$ cat config.mk
export PLATFORM = sky130hd
export DESIGN_NAME = music_player
export DESIGN_NICKNAME = d
export VERILOG_FILES = /design/src/hdl/music_pkg.sv /design/src/hdl/song_rom.sv /design/src/hdl/song_reader.sv /design/src/hdl/note_fifo.sv /design/src/hdl/mcu.sv /design/src/hdl/beat_generator.sv /design/src/hdl/note_player.sv /design/src/hdl/codec_conditioner.sv /design/src/hdl/music_player.sv
export SDC_FILE = /design/constraint.sdc
export NUM_CORES = 1
export LEC_CHECK = 0
export BUFFER_PORTS_ARGS = -buffer_cell sky130_fd_sc_hd__buf_2
export CAP_MARGIN = 10
export CORE_MARGIN = 2
export CORE_UTILIZATION = 40
export CTS_CLUSTER_DIAMETER = 30
export DETAILED_ROUTE_END_ITERATION = 7
export PLACE_DENSITY = 0.6
export SKIP_CTS_REPAIR_TIMING = 1
export SYNTH_ARGS = -nofsm -noshare
export SYNTH_HDL_FRONTEND = slang
export SYNTH_SLANG_ARGS = --single-unit
$ cat constraint.sdc
create_clock -name clk -period 3.1 [get_ports clk]
set_input_delay 0.62 -clock clk [delete_from_list [all_inputs] [get_ports clk]]
set_output_delay 0.62 -clock clk [all_outputs]
set_load 0.02 [all_outputs]
$ cat src/hdl/music_pkg.sv
/*
  Shared types and constants for the tune player.
  A note record of duration 0 marks the end of a song.
  Note 0 is a rest and plays silence for its duration.
  The half period rule only gives a usable pitch for notes 1 to 63.
*/
`default_nettype none

package music_pkg;

    // One song record as stored in the ROM and carried through the FIFO
    typedef struct packed {
        logic [5:0] note;
        logic [5:0] duration;
    } note_t;

    // Signed audio sample as presented to the codec
    typedef logic signed [15:0] sample_t;

    // Song number, four songs in all
    typedef logic [1:0] song_id_t;

    // Records reserved per song in the ROM
    localparam int SONG_LEN = 16;

    // Square wave level, the output swings between plus and minus this value
    localparam sample_t AMPLITUDE = 16'sd8192;

    // Samples per half period of the square wave for a given note number
    function automatic logic [6:0] half_period(input logic [5:0] note);
        return 7'd64 - {1'b0, note};
    endfunction

endpackage

`default_nettype wire

$ cat src/hdl/song_rom.sv
/*
  Fixed song table with four songs of at most 16 records.
  The read data is registered, so it appears one cycle after the address.
  Unused entries read as the end marker.
*/
`timescale 1ns/100ps
`default_nettype none

module song_rom import music_pkg::*; (
    input  wire                                           clk,
    input  wire [$bits(song_id_t)+$clog2(SONG_LEN)-1:0]   addr,
    output note_t                                         data
);

    // Upper two address bits pick the song, lower four pick the record
    always_ff @(posedge clk) begin
        case (addr)
            // Song 0
            6'h00: data <= '{note: 6'd32, duration: 6'd2};
            6'h01: data <= '{note: 6'd0,  duration: 6'd1};
            6'h02: data <= '{note: 6'd40, duration: 6'd2};
            6'h03: data <= '{note: 6'd48, duration: 6'd1};
            6'h04: data <= '{note: 6'd56, duration: 6'd2};
            6'h05: data <= '{note: 6'd0,  duration: 6'd0};
            // Song 1
            6'h10: data <= '{note: 6'd20, duration: 6'd1};
            6'h11: data <= '{note: 6'd44, duration: 6'd2};
            6'h12: data <= '{note: 6'd0,  duration: 6'd1};
            6'h13: data <= '{note: 6'd52, duration: 6'd1};
            6'h14: data <= '{note: 6'd0,  duration: 6'd0};
            // Song 2
            6'h20: data <= '{note: 6'd16, duration: 6'd3};
            6'h21: data <= '{note: 6'd24, duration: 6'd1};
            6'h22: data <= '{note: 6'd0,  duration: 6'd0};
            // Song 3
            6'h30: data <= '{note: 6'd60, duration: 6'd1};
            6'h31: data <= '{note: 6'd30, duration: 6'd1};
            6'h32: data <= '{note: 6'd45, duration: 6'd2};
            6'h33: data <= '{note: 6'd0,  duration: 6'd0};
            // Anything else behaves as an end marker
            default: data <= '0;
        endcase
    end

endmodule

`default_nettype wire

$ cat src/hdl/song_reader.sv
/*
  Producer side of the note buffer.
  Reads the current song record by record and pushes each one, the end
  marker included, then idles until the next reset_player pulse.
  Each record costs at least two cycles because of the registered ROM.
  A song without a marker stops after its sixteenth record.
*/
`timescale 1ns/100ps
`default_nettype none

module song_reader import music_pkg::*; (
    input  wire      clk,
    input  wire      arst_n,
    input  wire      reset_player,
    input  wire      full,
    input  song_id_t song,
    output logic     push,
    output note_t    push_data
);

    logic [$clog2(SONG_LEN)-1:0] idx;
    // High when the ROM output holds the record at idx
    logic                        rd_valid;
    // Set once the last record of the song has gone into the FIFO
    logic                        done;
    note_t                       rom_data;

    song_rom song_rom (
        .clk  (clk),
        .addr ({song, idx}),
        .data (rom_data)
    );

    // The address is held while the FIFO is full, so the data stays put too
    assign push      = rd_valid && !done && !full && !reset_player;
    assign push_data = rom_data;

    always_ff @(posedge clk or negedge arst_n) begin
        if (!arst_n) begin
            idx      <= '0;
            rd_valid <= 1'b0;
            done     <= 1'b0;
        end else if (reset_player) begin
            idx      <= '0;
            rd_valid <= 1'b0;
            done     <= 1'b0;
        end else if (!done) begin
            if (!rd_valid) begin
                // Address was presented this cycle, data is ready next cycle
                rd_valid <= 1'b1;
            end else if (!full) begin
                // Record is pushed now
                rd_valid <= 1'b0;
                if (rom_data.duration == 6'd0 || idx == SONG_LEN - 1) begin
                    done <= 1'b1;
                end else begin
                    idx <= idx + 1'b1;
                end
            end
        end
    end

endmodule

`default_nettype wire

$ cat src/hdl/note_fifo.sv
/*
  Single clock FIFO with a payload type parameter.
  pop_data shows the head entry whenever empty is low.
  A push while full and a pop while empty are dropped.
  flush empties the FIFO and wins over a push or a pop in the same cycle.
*/
`timescale 1ns/100ps
`default_nettype none

module note_fifo #(
    parameter type payload_t  = logic,
    parameter int  FIFO_DEPTH = 4
) (
    input  wire      clk,
    input  wire      arst_n,
    input  wire      flush,
    input  wire      push,
    input  wire      pop,
    input  payload_t push_data,
    output payload_t pop_data,
    output logic     full,
    output logic     empty
);

    localparam int PTR_W = (FIFO_DEPTH > 1) ? $clog2(FIFO_DEPTH) : 1;
    localparam int CNT_W = $clog2(FIFO_DEPTH + 1);

    payload_t         mem [FIFO_DEPTH];
    logic [PTR_W-1:0] wr_ptr;
    logic [PTR_W-1:0] rd_ptr;
    logic [CNT_W-1:0] count;
    logic             do_push;
    logic             do_pop;

    // Pointers wrap at the depth, which need not be a power of two
    function automatic logic [PTR_W-1:0] ptr_inc(input logic [PTR_W-1:0] p);
        return (p == PTR_W'(FIFO_DEPTH - 1)) ? '0 : p + 1'b1;
    endfunction

    assign full     = (count == CNT_W'(FIFO_DEPTH));
    assign empty    = (count == '0);
    assign do_push  = push && !full;
    assign do_pop   = pop && !empty;
    assign pop_data = mem[rd_ptr];

    always_ff @(posedge clk) begin
        if (do_push) mem[wr_ptr] <= push_data;
    end

    always_ff @(posedge clk or negedge arst_n) begin
        if (!arst_n) begin
            wr_ptr <= '0;
            rd_ptr <= '0;
            count  <= '0;
        end else if (flush) begin
            wr_ptr <= '0;
            rd_ptr <= '0;
            count  <= '0;
        end else begin
            if (do_push) wr_ptr <= ptr_inc(wr_ptr);
            if (do_pop) rd_ptr <= ptr_inc(rd_ptr);
            // Occupancy only moves when exactly one side acts
            if (do_push && !do_pop) count <= count + 1'b1;
            else if (do_pop && !do_push) count <= count - 1'b1;
        end
    end

endmodule

`default_nettype wire

$ cat src/hdl/mcu.sv
/*
  Playback control from the one-pulse buttons.
  Buttons must already be debounced and one cycle long.
  The song counter wraps from song 3 back to song 0.
  Selecting a song does not change the play state.
*/
`timescale 1ns/100ps
`default_nettype none

module mcu import music_pkg::*; (
    input  wire      clk,
    input  wire      arst_n,
    input  wire      play_button,
    input  wire      next_button,
    input  wire      rewind_button,
    input  wire      song_done,
    output logic     play,
    output logic     reset_player,
    output song_id_t song
);

    always_ff @(posedge clk or negedge arst_n) begin
        if (!arst_n) begin
            play         <= 1'b0;
            reset_player <= 1'b0;
            song         <= '0;
        end else begin
            // Both next and rewind restart the song from its first record
            reset_player <= next_button || rewind_button;

            // Two bit counter, so song 3 rolls over to song 0
            if (next_button) begin
                song <= song_id_t'(song + 1'b1);
            end

            // End of song has priority over a play press in the same cycle
            if (song_done) begin
                play <= 1'b0;
            end else if (play_button) begin
                play <= !play;
            end
        end
    end

endmodule

`default_nettype wire

$ cat src/hdl/beat_generator.sv
/*
  Divides the enable pulses down to one beat every BEAT_COUNT of them.
  beat is combinational and coincides with the enable that completes a beat.
*/
`timescale 1ns/100ps
`default_nettype none

module beat_generator #(
    parameter int BEAT_COUNT = 1000
) (
    input  wire  clk,
    input  wire  arst_n,
    input  wire  en,
    output logic beat
);

    localparam int CNT_W = (BEAT_COUNT > 1) ? $clog2(BEAT_COUNT) : 1;

    logic [CNT_W-1:0] count;
    logic             last;

    assign last = (count == CNT_W'(BEAT_COUNT - 1));
    assign beat = en && last;

    always_ff @(posedge clk or negedge arst_n) begin
        if (!arst_n) count <= '0;
        else if (en) count <= last ? '0 : count + 1'b1;
    end

endmodule

`default_nettype wire

$ cat src/hdl/note_player.sv
/*
  Consumer side of the note buffer, makes one sample per request.
  sample_ready follows generate_next_sample by one cycle.
  Beats only count while playing with a note loaded, so the beat phase
  carries across notes and is not cleared by reset_player.
  ff ends the loaded note after the sample of the next request.
*/
`timescale 1ns/100ps
`default_nettype none

module note_player import music_pkg::*; (
    input  wire     clk,
    input  wire     arst_n,
    input  wire     play,
    input  wire     reset_player,
    input  wire     ff,
    input  wire     generate_next_sample,
    input  wire     beat,
    input  wire     empty,
    input  note_t   pop_data,
    output logic    pop,
    output logic    sample_ready,
    output logic    song_done,
    output logic    beat_en,
    output sample_t sample
);

    // Loaded note, its duration field counts down the beats left
    note_t      cur;
    logic       have_note;
    logic       ff_pend;
    logic [6:0] phase_cnt;
    // Low for the positive half of the wave
    logic       neg;
    logic [6:0] hp;
    logic       advance;
    logic       note_end;

    assign hp       = half_period(cur.note);
    assign advance  = generate_next_sample && play && have_note;
    assign beat_en  = advance;
    assign note_end = beat && (cur.duration == 6'd1);
    // The FIFO is flushed during reset_player, so no pop then
    assign pop      = !have_note && !empty && !reset_player;

    always_ff @(posedge clk) begin
        if (pop) cur <= pop_data;
        else if (advance && beat) cur.duration <= cur.duration - 1'b1;
    end

    always_ff @(posedge clk or negedge arst_n) begin
        if (!arst_n) begin
            have_note    <= 1'b0;
            ff_pend      <= 1'b0;
            phase_cnt    <= '0;
            neg          <= 1'b0;
            sample_ready <= 1'b0;
            song_done    <= 1'b0;
            sample       <= '0;
        end else begin
            sample_ready <= generate_next_sample;
            song_done    <= 1'b0;

            // Silence while paused, starved or resting
            if (generate_next_sample) begin
                if (play && have_note && cur.note != 6'd0) sample <= neg ? -AMPLITUDE : AMPLITUDE;
                else sample <= '0;
            end

            if (reset_player) begin
                have_note <= 1'b0;
                ff_pend   <= 1'b0;
            end else if (pop) begin
                // Every note starts on the positive half at phase zero
                phase_cnt <= '0;
                neg       <= 1'b0;
                have_note <= (pop_data.duration != 6'd0);
                song_done <= (pop_data.duration == 6'd0);
                ff_pend   <= 1'b0;
            end else if (advance) begin
                if (phase_cnt + 7'd1 >= hp) begin
                    phase_cnt <= '0;
                    neg       <= !neg;
                end else begin
                    phase_cnt <= phase_cnt + 7'd1;
                end
                if (note_end || ff || ff_pend) have_note <= 1'b0;
                ff_pend <= 1'b0;
            end else if (ff && have_note) begin
                // Held until the next request, also while paused
                ff_pend <= 1'b1;
            end
        end
    end

endmodule

`default_nettype wire

$ cat src/hdl/codec_conditioner.sv
/*
  Synchronises sample hand-off to the codec frame.
  new_frame is taken as already in the clk domain.
  A frame edge in one cycle updates sample_out and requests the next
  sample in the following cycle.
*/
`timescale 1ns/100ps
`default_nettype none

module codec_conditioner import music_pkg::*; (
    input  wire     clk,
    input  wire     arst_n,
    input  wire     new_frame,
    input  wire     sample_ready,
    input  sample_t sample,
    output logic    generate_next_sample,
    output sample_t sample_out
);

    logic    frame_q;
    logic    frame_rise;
    // Sample waiting for the next frame
    sample_t pending;

    assign frame_rise = new_frame && !frame_q;

    always_ff @(posedge clk or negedge arst_n) begin
        if (!arst_n) begin
            frame_q              <= 1'b0;
            generate_next_sample <= 1'b0;
            sample_out           <= '0;
            pending              <= '0;
        end else begin
            frame_q              <= new_frame;
            generate_next_sample <= frame_rise;
            if (frame_rise) sample_out <= pending;
            // The player answers well before the next frame edge
            if (sample_ready) pending <= sample;
        end
    end

endmodule

`default_nettype wire

$ cat src/hdl/music_player.sv
/*
  Top level of the tune player.
  Buttons must be debounced one-cycle pulses in the clk domain.
  new_sample_generated pulses once per new_frame rising edge, one cycle
  after the edge, together with the updated sample_out.
  BEAT_COUNT can be lowered to shorten simulations.
*/
`timescale 1ns/100ps
`default_nettype none

module music_player import music_pkg::*; #(
    parameter int BEAT_COUNT = 1000,
    parameter int FIFO_DEPTH = 4
) (
    input  wire     clk,
    input  wire     arst_n,
    input  wire     play_button,
    input  wire     next_button,
    input  wire     rewind_button,
    input  wire     ff_button,
    input  wire     new_frame,
    output logic    new_sample_generated,
    output sample_t sample_out
);

    logic     play;
    logic     reset_player;
    song_id_t song;
    logic     song_done;
    logic     push;
    note_t    push_data;
    logic     full;
    logic     empty;
    logic     pop;
    note_t    pop_data;
    logic     beat_en;
    logic     beat;
    logic     sample_ready;
    sample_t  sample;

    mcu mcu (
        .clk           (clk),
        .arst_n        (arst_n),
        .play_button   (play_button),
        .next_button   (next_button),
        .rewind_button (rewind_button),
        .song_done     (song_done),
        .play          (play),
        .reset_player  (reset_player),
        .song          (song)
    );

    song_reader song_reader (
        .clk          (clk),
        .arst_n       (arst_n),
        .reset_player (reset_player),
        .full         (full),
        .song         (song),
        .push         (push),
        .push_data    (push_data)
    );

    // reset_player also drops any notes already buffered
    note_fifo #(.payload_t(note_t), .FIFO_DEPTH(FIFO_DEPTH)) note_fifo (
        .clk       (clk),
        .arst_n    (arst_n),
        .flush     (reset_player),
        .push      (push),
        .pop       (pop),
        .push_data (push_data),
        .pop_data  (pop_data),
        .full      (full),
        .empty     (empty)
    );

    beat_generator #(.BEAT_COUNT(BEAT_COUNT)) beat_generator (
        .clk    (clk),
        .arst_n (arst_n),
        .en     (beat_en),
        .beat   (beat)
    );

    note_player note_player (
        .clk                  (clk),
        .arst_n               (arst_n),
        .play                 (play),
        .reset_player         (reset_player),
        .ff                   (ff_button),
        .generate_next_sample (new_sample_generated),
        .beat                 (beat),
        .empty                (empty),
        .pop_data             (pop_data),
        .pop                  (pop),
        .sample_ready         (sample_ready),
        .song_done            (song_done),
        .beat_en              (beat_en),
        .sample               (sample)
    );

    // The sample request doubles as the new sample strobe
    codec_conditioner codec_conditioner (
        .clk                  (clk),
        .arst_n               (arst_n),
        .new_frame            (new_frame),
        .sample_ready         (sample_ready),
        .sample               (sample),
        .generate_next_sample (new_sample_generated),
        .sample_out           (sample_out)
    );

endmodule

`default_nettype wire

# Word-level counts from Yosys, hierarchy flattened
# Memory sizes are Yosys's and may differ from the RTL's. A register that Yosys moved wholly into a read port is not among the register bits.
# Cells that the tools add are included.
# classes
bitwise	1
order_cmp	1
addsub	10
reduce_logical	52
muxes	48
n_eq_ne	9
# ops
op	n
16-bit two-way mux	2
1-bit two-way mux	26
7-bit two-way mux	3
4-bit two-way mux	5
1-bit logical AND	18
2-bit nonzero test	7
6-bit zero test	2
2-bit two-way mux	6
6-bit two-way mux	2
6-bit nonzero test	2
10-bit by 1-bit adder with 10-bit output (second input constant)	1
10-bit equality test (second input constant)	1
1-bit zero test	10
10-bit two-way mux	1
3-bit two-way mux	3
3-bit nonzero test	3
7-bit by 1-bit adder with 7-bit output (second input constant)	1
7-bit greater-or-equal comparator	1
7-bit by 6-bit subtractor with 7-bit output (first input constant)	1
2-bit by 1-bit adder with 2-bit output (second input constant)	3
6-bit by 1-bit equality test with 1-bit output (second input constant)	1
2-bit inequality test (second input constant)	3
6-bit by 1-bit subtractor with 6-bit output (second input constant)	1
4-bit by 1-bit adder with 4-bit output (second input constant)	1
other kinds (12)	17
# word_totals
reg_bits	107
n_memories	2
mem_bits_ro	512
ramBits	48
elab_cells	147
in_bits	7
# mem_list
name	words	word_bits	rd	rd_clocked_by_memory_dff	wr	line_no	text
(name not given)	64	8	1	1	0	song_rom.sv:17	case (addr)
note_fifo.mem	4	12	1	0	1	note_fifo.sv:28	payload_t mem [FIFO_DEPTH];

# Longest topological paths before layout
# Gate-level depths: netlist of run 1.
# logic_depth
word_depth	10
depth_mapped	10

# Modules after synthesis
# A second synthesis of run 1 with hierarchy kept.
# hier_totals
hier_cells	505
hier_area_um2	6774.0
# by_module_without_submodules
mod	seq_area_each_um2	instances	cells_per_inst	area_per_inst_um2
note_fifo	1616.6	1	125	2378.5
note_player	710.7	1	159	1577.8
codec_conditioner	850.8	1	71	1302.5
song_rom	160.2	1	58	529.3
beat_generator	250.2	1	51	506.7
song_reader	150.1	1	31	339.1
mcu	100.1	1	10	140.1

# Least setup slack after synthesis of run 1
# Ideal clock, no wire load.
# synth_path
path_type	register to register
from	reg note_player.cur[6] (netlist name)
to	reg note_player.phase_cnt[0]
path_slack_ps	764
synth_period_minus_slack_ps	2336
arrival_ps	2211
n_path_buf	0
setup_ps	125
path_stages_with_launch	10
path_cell_list	edfxtp_1 -> inv_1 -> ha_1 -> nand2_1 -> or3_1 -> ha_1 -> nand4_1 -> o31ai_1 -> nor3_2 -> mux2_2
# synth_via
elab_chain_len	5
# synth_rtl
item	line_no	text
from (decl)	note_player.sv:29	note_t cur;
from (signal assigned)	note_player.sv:47	if (pop) cur <= pop_data;
7-bit by 6-bit subtractor with 7-bit output	music_pkg.sv:31	return 7'd64 - {1'b0, note};
7-bit greater-or-equal comparator	note_player.sv:81	if (phase_cnt + 7'd1 >= hp) begin
7-bit two-way mux	note_player.sv:81	
7-bit two-way mux	note_player.sv:80	end else if (advance) begin
7-bit two-way mux	note_player.sv:73	end else if (pop) begin
to (signal assigned)	note_player.sv:85	phase_cnt <= phase_cnt + 7'd1;
to (decl)	note_player.sv:32	logic [6:0] phase_cnt;
# No other way between the ends. The select of a mux whose other input is x is not followed.
# A chain may end at the register's enable or synchronous reset.

# Worst setup path after layout of run 1
# Ends and elaborated chain as after synthesis.

==> results of run 1 <==
==> registers in the layout, summed over array words and instances, names as in the netlist <==
signal and cells:
note_fifo.count 3, song_reader.idx 4, note_player.song_done 1, mcu.song 2, note_player.cur 12, note_player.neg 1, song_reader.rd_valid 1, codec_conditioner.sample_out 2
note_player.have_note 1, mcu.reset_player 1, codec_conditioner.pending 2, note_player.sample 2, note_fifo.mem 32, beat_generator.count 10, note_player.ff_pend 1, codec_conditioner.generate_next_sample 1
note_fifo.rd_ptr 2, mcu.play 1, song_reader.song_rom.data 8, song_reader.done 1, note_fifo.wr_ptr 2, codec_conditioner.frame_q 1, note_player.sample_ready 1, note_player.phase_cnt 7
==> worst max-delay path, cell delays in order (launching register included) <==
cell      delay (ns)
edfxtp_1        0.43
inv_1           0.09
ha_1            0.18
nand2_1         0.08
or3_1           0.36
ha_1            0.31
nand4_1         0.08
o31ai_1         0.47
nor3_2          0.16
mux2_2          0.28
==> power groups by stage <==
stage / logic, W / clock network, W / registers, W
4_1_cts: 0.000523 / 0.00115 / 0.00173
3_5_place_dp: 0.000521 / 0 / 0.00175
2_1_floorplan: 0.000480 / 0 / 0.00167
6_report: 0.000514 / 0.00112 / 0.00173
3_3_place_gp: 0.000507 / 0 / 0.00174
5_1_grt: 0.000589 / 0.00121 / 0.00176
==> layout by cell type (no fill, tap or decap), types with 2 or more instances in the layout <==
cell type	instances
dfrtp_1	47
edfxtp_1	44
nor2_1	39
nand2_1	25
ha_1	23
inv_1	20
xnor2_1	15
conb_1	13
nand3_1	11
nor3_1	11
a21oi_1	10
buf_2	10
o21ai_0	9
xor2_1	9
clkbuf_16	9
mux4_2	8
mux2_2	8
dfxtp_1	8
a211oi_1	7
and3_1	7
and2_1	5
nand2b_1	5
a22o_1	5
o21ai_1	4
or3_1	4
nor3_2	3
mux2i_1	3
nand3b_1	3
a211o_1	3
buf_4	3
nor4b_1	2
or2_1	2
a21o_1	2
nand4_1	2
o31ai_1	2
inv_6	2
==> cells by family (layout without fill, tap and decap cells) <==
kind of cell | count (synthesis) | in the layout
flip-flops | 99 | 99
adder cells (fa/ha/maj) | 24 | 24
multiplexers | 19 | 19
AO/OA/AOI/OAI | 53 | 53
buffers and inverters | 46 | 49
AND/OR/NAND/NOR | 126 | 126
XOR/XNOR | 25 | 25
other | 1 | 13
==> metal layers <==
layer | GRT usage [%] | part of all wire (%) | up-vias
li1 | - | - | 1386
met1 | 16.27 | 45 | 1382
met2 | 22.69 | 50 | 36
met3 | 3.267 | 2.8 | 16
met4 | 5.366 | 2.1 | 0
met5 | 0 | 0 | -
==> stage by stage <==
step	total power [W]	instance area, sq um	util, %
2_1_floorplan	0.002146	4790	-
3_3_place_gp	0.002251	4876	42.34
3_5_place_dp	0.002275	4876	42.34
4_1_cts	0.003401	5176	44.95
5_1_grt	0.003552	5176	44.95
6_report	0.003363	5176	44.95
==> worst min path at each step <==
| stage | end | slack, ns | cells past startpoint |
|---|---|---|---|
| after floorplan | beat_generator.count[0]$_DFFE_PN0P_ | 0.32 | 0 |
| after global placement | mcu.play$_DFFE_PN0P_ | 0.38 | 1 |
| after detailed placement | mcu.play$_DFFE_PN0P_ | 0.38 | 1 |
| after CTS | beat_generator.count[6]$_DFFE_PN0P_ | 0.24 | 1 |
| after global routing | note_fifo.wr_ptr[1]$_DFFE_PN0P_ | 0.28 | 1 |
| final | beat_generator.count[4]$_DFFE_PN0P_ | 0.23 | 1 |
==> cell type report <==
type | instances | share of cell area [%]
repair buffers | 13 | 1.402
well taps | 143 | 3.457
inverters | 20 | 1.450
clock buffers | 9 | 4.351
multi-input cells | 260 | 36.55
flip-flops and latches | 99 | 51.34
clock inverters | 7 | 1.450
==> metrics.txt, run 1 <==
Peak supply drop=0.0004248 V; Flop pwr share=between 50% and 60%; CP startpoint kind=flip-flop; fraction of layout cells with a size suffix above 1=12.99%; Final setup viols=0; Multi-input gate area=roughly 1900 sq um; Synth Area per Inst=~12 sq um; pre-CTS setup slack=between 0.5 and 0.6 ns; Main synth FF type=dfrtp_1; CTS tree=done; vias in the first global route=2847; fin crit share=82.42%; HPWL after detailed placement=5.491 mm; ranking of synthesized cells by area=edfxtp_1 (28%), dfrtp_1 (25%), ha_1 (6.1%), mux4_2 (3.8%), dfxtp_1 (3.4%); TritonCTS buffer count=9; most common cell in the synthesized netlist=dfrtp_1; H-tree depth=3; core box area=between 10000 and 15000 sq um; FF-to-FF Start=note_player.cur[6]$_DFFE_PN_; drt pass-1 iters=6; Tmin final=between 2 and 3 ns; R2R setup slack=approximately 0.54 ns; Synth Area in Simple Gates=between 10% and 20%; Reg area=approximately 2700 sq um; Antenna diodes=0; Final ANT Viol Nets=0; post-synth top area share=roughly 28%; post-synthesis async set-or-reset flop share=47.47%; Setup TNS=0 ns; initial antenna violation count=0; placed insts=535; clock network fraction of design power=roughly 33%; io pins=24; Post-synth top cells=dfrtp_1 (47), edfxtp_1 (44), nor2_1 (39); Max clock buf depth=2; adder-cell share of the synthesized area=under 10%; final net count=approximately 430; area grow syn2layout=9.098%; Setup WS post-layout=approximately 0.54 ns; RSZ-0062 raised after global routing=no; fin. max-slew vios=0; crit path to=note_player.phase_cnt[0]$_DFFE_PN0P_; mux share of post-synthesis cell area=approximately 6.3%; Compound-Gate Fraction of Synth Area=7.674%; worst setup path class=flip-flop to flip-flop; Max FO, Critical Path=6; cells after synthesis=393; Seq cells post-synth=99; Critical Path RT=between 3 and 4 ns; Slew @ Worst Pin=between 0.5 and 0.6 ns; Pwr Density=around 650 nW/um^2; switching pwr=~0.00094 W; clock sinks=99; Switching Fraction=between 20% and 30%; wire per inst=around 14 um; fillcell total=roughly 1100; Avg Vias per Cell=~5.1; CP endpoint kind=flip-flop; largest net degree at the start of global routing=29; Port Buffers=10; Yosys top cell by area=edfxtp_1; Synth Area in XOR/XNOR=4.773%; Post-synth EDFFs=between 40 and 50; P_leak=about 2.1 nW; Die ar.=around 13000 sq um; clock latency on the worst-skew pair=0.34 ns; Cell Area, Synth=between 4000 and 5000 sq um; first-pass GRT wire length=13.43 mm; clk slew on worst S/H paths=0.07 ns; final wirelength=slightly below 8 mm; Initial Util=between 40% and 50%; relative slew slack=between 60% and 70%; status=complete, but fails checks; failing checks=design-rule violations; f_max=approximately 0.39 GHz; reg-to-reg critical path endpoint=note_player.phase_cnt[0]$_DFFE_PN0P_; Die Width=between 100 and 150 um; Critical Path AT=roughly 2.8 ns; P_int=roughly 0.0024 W; largest family of logic cells by synthesized area=simple AND/OR/NAND/NOR gates; Iteration-0 DRC Markers=127; final hold viol count=0; row cnt=39; crit path from=note_player.cur[6]$_DFFE_PN_; HP Class=input pin to asynchronous set/reset pin; worst reg-to-reg path cell count=9; CTS root buffer=clkbuf_16; Layout Cells excl Fill=roughly 550; overall routing resource usage=a little over an eighth; Logic pwr share=between 10% and 20%; GR Overflow Total=0; gpl congestion=between 0.8 and 0.9; Clock Skew=about 0.006 ns; max-cap check violation count=0; Via Count=about 2800; post-synth cell types=between 50 and 60; synth warn=0; Chip Height=112.9 um; number of remaining DRC errors=3; worst hold margin=around 0.23 ns; sequential area share after synthesis=56.01%
Power figures use the tool's default switching activity.
==> inputs of run 2 (changes only) <==
- clock period: 3.1 -> 2.4 ns (I/O delays scaled with it)
==> metrics.txt, run 2 (synthesis gave the netlist of run 1 again) <==
clock latency on the worst-skew pair=about 0.34 ns; HPWL after detailed placement=between 5 and 6 mm; first-pass GRT wire length=13.14 mm; max-cap check violation count=0; clock network fraction of design power=between 30% and 40%; Critical Path RT=between 2 and 3 ns; fraction of layout cells with a size suffix above 1=between 10% and 20%; area grow syn2layout=13.13%; Max clock buf depth=2; fillcell total=roughly 1000; initial antenna violation count=0; core box area=approximately 12000 sq um; Port Buffers=10; number of remaining DRC errors=3; Antenna diodes=0; io pins=24; Die ar.=about 13000 sq um; fin. max-slew vios=0; drt pass-1 iters=6; final wirelength=roughly 8 mm; HP Class=input pin to asynchronous set/reset pin; R2R setup slack=about 0.046 ns; largest registers=note_fifo.mem: 32 flops, note_player.cur: 12 flops, beat_generator.count: 10 flops; P_leak=about 2.2 nW; DR top layer=met4; status=complete, but fails checks; crit path cell chain=ha_4 -> nand3_2 -> xnor2_2 -> ha_1 -> a211o_1 -> a21oi_2 -> o31ai_1 -> buf_4 -> a2111oi_2 -> a21o_1; Critical Path AT=~2.6 ns; P_int=about 0.0032 W; utilization after layout=between 40% and 50%; Tmin final=approximately 2.4 ns; f_max=approximately 0.42 GHz; failing checks=design-rule violations; commonest non-fill, non-tap cell in the layout=dfrtp_1; worst setup path class=flip-flop to flip-flop; pre-CTS setup slack=-0.09392 ns; H-tree depth=3; Logic pwr share=approximately 17%; met3 wire len=208 um; CP max-delay cell=dfrtp_1; Largest Register=note_fifo.mem; Final ANT Viol Nets=0; GR Overflow Total=0; clock sinks=99; row cnt=39; Avg Vias per Cell=approximately 5; wl on met1=~3.5 mm; CTS tree=done; Pwr Density=roughly 810 nW/um^2; Initial Util=41.20%; Peak supply drop=0.0004221 V; Die Width=112.9 um; Via Count=2854; most frequent cells in the layout=dfrtp_1 (46), edfxtp_1 (44), nor2_1 (37), nand2_1 (24); CP startpoint kind=flip-flop; Flop pwr share=between 50% and 60%; Setup WS post-layout=between 0.04 and 0.05 ns; worst reg-to-reg path cell count=10; Final setup viols=0; fin crit share=between 90% and 100%; gpl congestion=0.8461; max reg flops=32; switching pwr=0.001192 W; Switching Fraction=a little over a quarter; final hold viol count=0; clk slew on worst S/H paths=~0.060 ns; total power draw=around 0.0044 W; CP endpoint kind=flip-flop; worst hold margin=~0.12 ns; CTS root buffer=clkbuf_16; vias in the first global route=roughly 2800; overall routing resource usage=around an eighth; RSZ-0062 raised after global routing=yes; Chip Height=between 100 and 150 um; Layout Cells excl Fill=around 570; largest net degree at the start of global routing=27; final net count=449; placed insts=roughly 550; TritonCTS buffer count=9; worst stage delay on the critical path=about 0.43 ns; Max FO, Critical Path=4; Iteration-0 DRC Markers=approximately 180; Clock Skew=approximately 0.0087 ns; Met2 Wirelength=4.032 mm; wire per inst=around 14 um
==> run 2: layout make-up <==
class / instances / area (sq um) / share of cell area (%)
flip-flops and latches: 99 / 2659 / 49.53
multi-input cells: 260 / 1976 / 36.81
clock buffers: 11 / 232.7 / 4.336
repair buffers: 28 / 185.2 / 3.450
well taps: 143 / 178.9 / 3.333
inverters: 20 / 75.07 / 1.399
clock inverters: 5 / 61.31 / 1.142
==> run 2: metrics by stage <==
step           area (sq um)  setup TNS (ns)
4_1_cts                5268         -0.1120
6_report               5368               0
3_3_place_gp           4974               0
5_1_grt                5368         -0.4559
2_1_floorplan          4790               0
3_5_place_dp           4974        -0.09392
==> run 2: power by group through the flow <==
stage	Sequential, W	Clock [W]	Combinational (W)
6_report	0.00220	0.00142	0.000745
5_1_grt	0.00224	0.00152	0.000847
4_1_cts	0.00220	0.00146	0.000745
3_5_place_dp	0.00224	0	0.000738
3_3_place_gp	0.00223	0	0.000727
2_1_floorplan	0.00215	0	0.000620
==> run 2: path summary, 6_finish.rpt <==
path	startpoint	end
max reg2reg	note_player.phase_cnt[1]$_DFFE_PN0P_	note_player.phase_cnt[2]$_DFFE_PN0P_
max	note_player.phase_cnt[1]$_DFFE_PN0P_	note_player.phase_cnt[2]$_DFFE_PN0P_
max in group asynchronous	arst_n	mcu.song[1]$_DFFE_PN0P_
min reg2reg	note_player.song_done$_DFF_PN0_	mcu.play$_DFFE_PN0P_
min in group clk	new_frame	codec_conditioner.frame_q$_DFF_PN0_
min	arst_n	beat_generator.count[9]$_DFFE_PN0P_
==> run 2: critical path: cells and delay by family (launching register included) <==
kind	cells	cell delay [ns]
and+or+nand+nor	1	0.11
AOI/OAI and AO/OA	5	0.96
DFF	1	0.43
buffers and inverters	1	0.15
xor gates and xnor gates	1	0.16
adders and majority gates	2	0.49
==> run 2: metal layers <==
metal  vias up  GRT usage [%]
li1       1420              -
met1      1386          15.69
met2        34          22.29
met3        14          3.749
met4         0          5.447
met5         -              0
==> inputs of run 3 (changes only) <==
- CORE_MARGIN: 2 -> not set
==> metrics.txt, run 3 (synthesis gave the netlist of run 1 again) <==
status=finished clean; crit path cell chain=ha_4 -> nand3_2 -> xnor2_2 -> ha_1 -> a211o_1 -> a21oi_1 -> o31ai_1 -> buf_4 -> a2111oi_2 -> a21o_1; Largest Register=note_fifo.mem; largest net degree at the start of global routing=36; Initial Util=41.37%; Layout Cells excl Fill=565; R2R setup slack=just over 0.08 ns; Die ar.=roughly 12000 sq um; vias in the first global route=2722; fillcell total=1049; fin crit share=between 90% and 100%; clock sinks=99; pre-CTS setup slack=-0.009889 ns; Iteration-0 DRC Markers=150; final net count=448; commonest non-fill, non-tap cell in the layout=dfrtp_1; fraction of layout cells with a size suffix above 1=about 18%; Clock Skew=a little over 0.008 ns; clock latency on the worst-skew pair=around 0.33 ns; Port Buffers=10; Peak supply drop=0.0006011 V; Critical Path AT=2.59 ns; placed insts=approximately 550; f_max=around 0.43 GHz; max-cap check violation count=0; worst hold margin=about 0.26 ns; cell area after layout=approximately 5400 sq um; CP max-delay cell=dfrtp_1; initial antenna violation count=0; row cnt=39; TritonCTS buffer count=9; buffer and inverter count on the worst path=1; gpl congestion=approximately 0.75; Max clock buf depth=2; area grow syn2layout=13.45%; HPWL after detailed placement=approximately 5.6 mm; CP startpoint kind=flip-flop; largest registers=note_fifo.mem: 32 flops, note_player.cur: 12 flops, beat_generator.count: 10 flops; Final ANT Viol Nets=0; CP Depth=10; Chip Height=around 110 um; Switching Fraction=between 20% and 30%; Area after DPL=roughly 5000 sq um; HP Class=input pin to asynchronous set/reset pin; P_leak=2.235 nW; core box area=around 11000 sq um; max reg flops=32; wire per inst=between 10 and 15 um; GR Overflow Total=0; Pwr Density=~830 nW/um^2; Avg Vias per Cell=about 5.1; fin. max-slew vios=0; Die Width=110.9 um; CP endpoint kind=flip-flop; clk slew on worst S/H paths=around 0.070 ns; Slew @ Worst Pin=roughly 0.87 ns; worst setup path class=flip-flop to flip-flop; io pins=24; Final setup viols=0; CP delay by family, top=compound AO/OA/AOI/OAI gates; first-pass GRT wire length=13.15 mm; most frequent cells in the layout=dfrtp_1 (47), edfxtp_1 (44), nor2_1 (38), nand2_1 (24); grt met3 use=3.609%; GR Util met1=17.31%; Logic pwr share=about 17%; Max FO, Critical Path=4; Antenna diodes=0; worst stage delay on the critical path=0.43 ns; overall routing resource usage=a little over an eighth; H-tree depth=3; Via Count=roughly 2900; Global Route met2 Usage=between 20 and 25%; Critical Path RT=between 2 and 3 ns; final hold viol count=0; Tmin final=2.318 ns; RSZ-0062 raised after global routing=yes; switching pwr=0.001197 W; Setup WS post-layout=between 0.08 and 0.09 ns; relative slew slack=a little over two fifths; number of remaining DRC errors=0; Flop pwr share=between 40% and 50%; Setup TNS=0 ns; final wirelength=approximately 8 mm; CTS tree=done; drt pass-1 iters=4; clock network fraction of design power=between 30% and 40%; P_int=0.003288 W; grt peak-use layer=met2; CTS root buffer=clkbuf_16; worst reg-to-reg path cell count=10
-- run 3: final timing paths --
check                                                      from                                    to
hold reg to reg                 note_player.song_done$_DFF_PN0_                  mcu.play$_DFFE_PN0P_
setup / recovery           note_player.phase_cnt[1]$_DFFE_PN0P_  note_player.phase_cnt[2]$_DFFE_PN0P_
setup reg to reg           note_player.phase_cnt[1]$_DFFE_PN0P_  note_player.phase_cnt[2]$_DFFE_PN0P_
max in group asynchronous                                arst_n    note_player.sample[13]$_DFFE_PN0P_
hold / removal                                           arst_n   beat_generator.count[8]$_DFFE_PN0P_
min in group clk                                      new_frame   codec_conditioner.frame_q$_DFF_PN0_
-- run 3: layout make-up --
type	count	area (sq um)	area share [%]
multi-input combinational	260	1973	36.66
timing repair buffer	27	177.7	3.301
inverter	20	75.07	1.395
clock inverter	5	83.83	1.557
tap	143	178.9	3.324
sequential	99	2658	49.37
clock buffer	11	236.5	4.393
-- run 3: power groups by stage --
stage | clock [W] | combinational (W) | sequential, W
floorplan | 0 | 0.000620 | 0.00215
detailed placement | 0 | 0.000740 | 0.00224
finish | 0.00153 | 0.000741 | 0.00221
global route | 0.00165 | 0.000848 | 0.00224
global placement | 0 | 0.000722 | 0.00223
CTS | 0.00157 | 0.000743 | 0.00221
-- run 3: worst register-to-register path, cell delays in order (launching register included) --
cell,delay (ns)
dfrtp_1,0.43
ha_4,0.18
nand3_2,0.12
xnor2_2,0.18
ha_1,0.29
a211o_1,0.26
a21oi_1,0.14
o31ai_1,0.09
buf_4,0.15
a2111oi_2,0.32
a21o_1,0.11
-- run 3: stage by stage --
| step | total power (W) | util, % |
|---|---|---|
| 2_1_floorplan | 0.002773 | - |
| 3_3_place_gp | 0.002953 | 43.31 |
| 3_5_place_dp | 0.002985 | 43.31 |
| 4_1_cts | 0.004528 | 46.10 |
| 5_1_grt | 0.004739 | 46.94 |
| 6_report | 0.004485 | 46.94 |
-- run 3: routing by layer --
layer  wire length (um)  part of all wire (%)
met5                  0                     0
met4                 58                  0.73
met3                179                   2.2
met2               3925                    49
met1               3811                    48
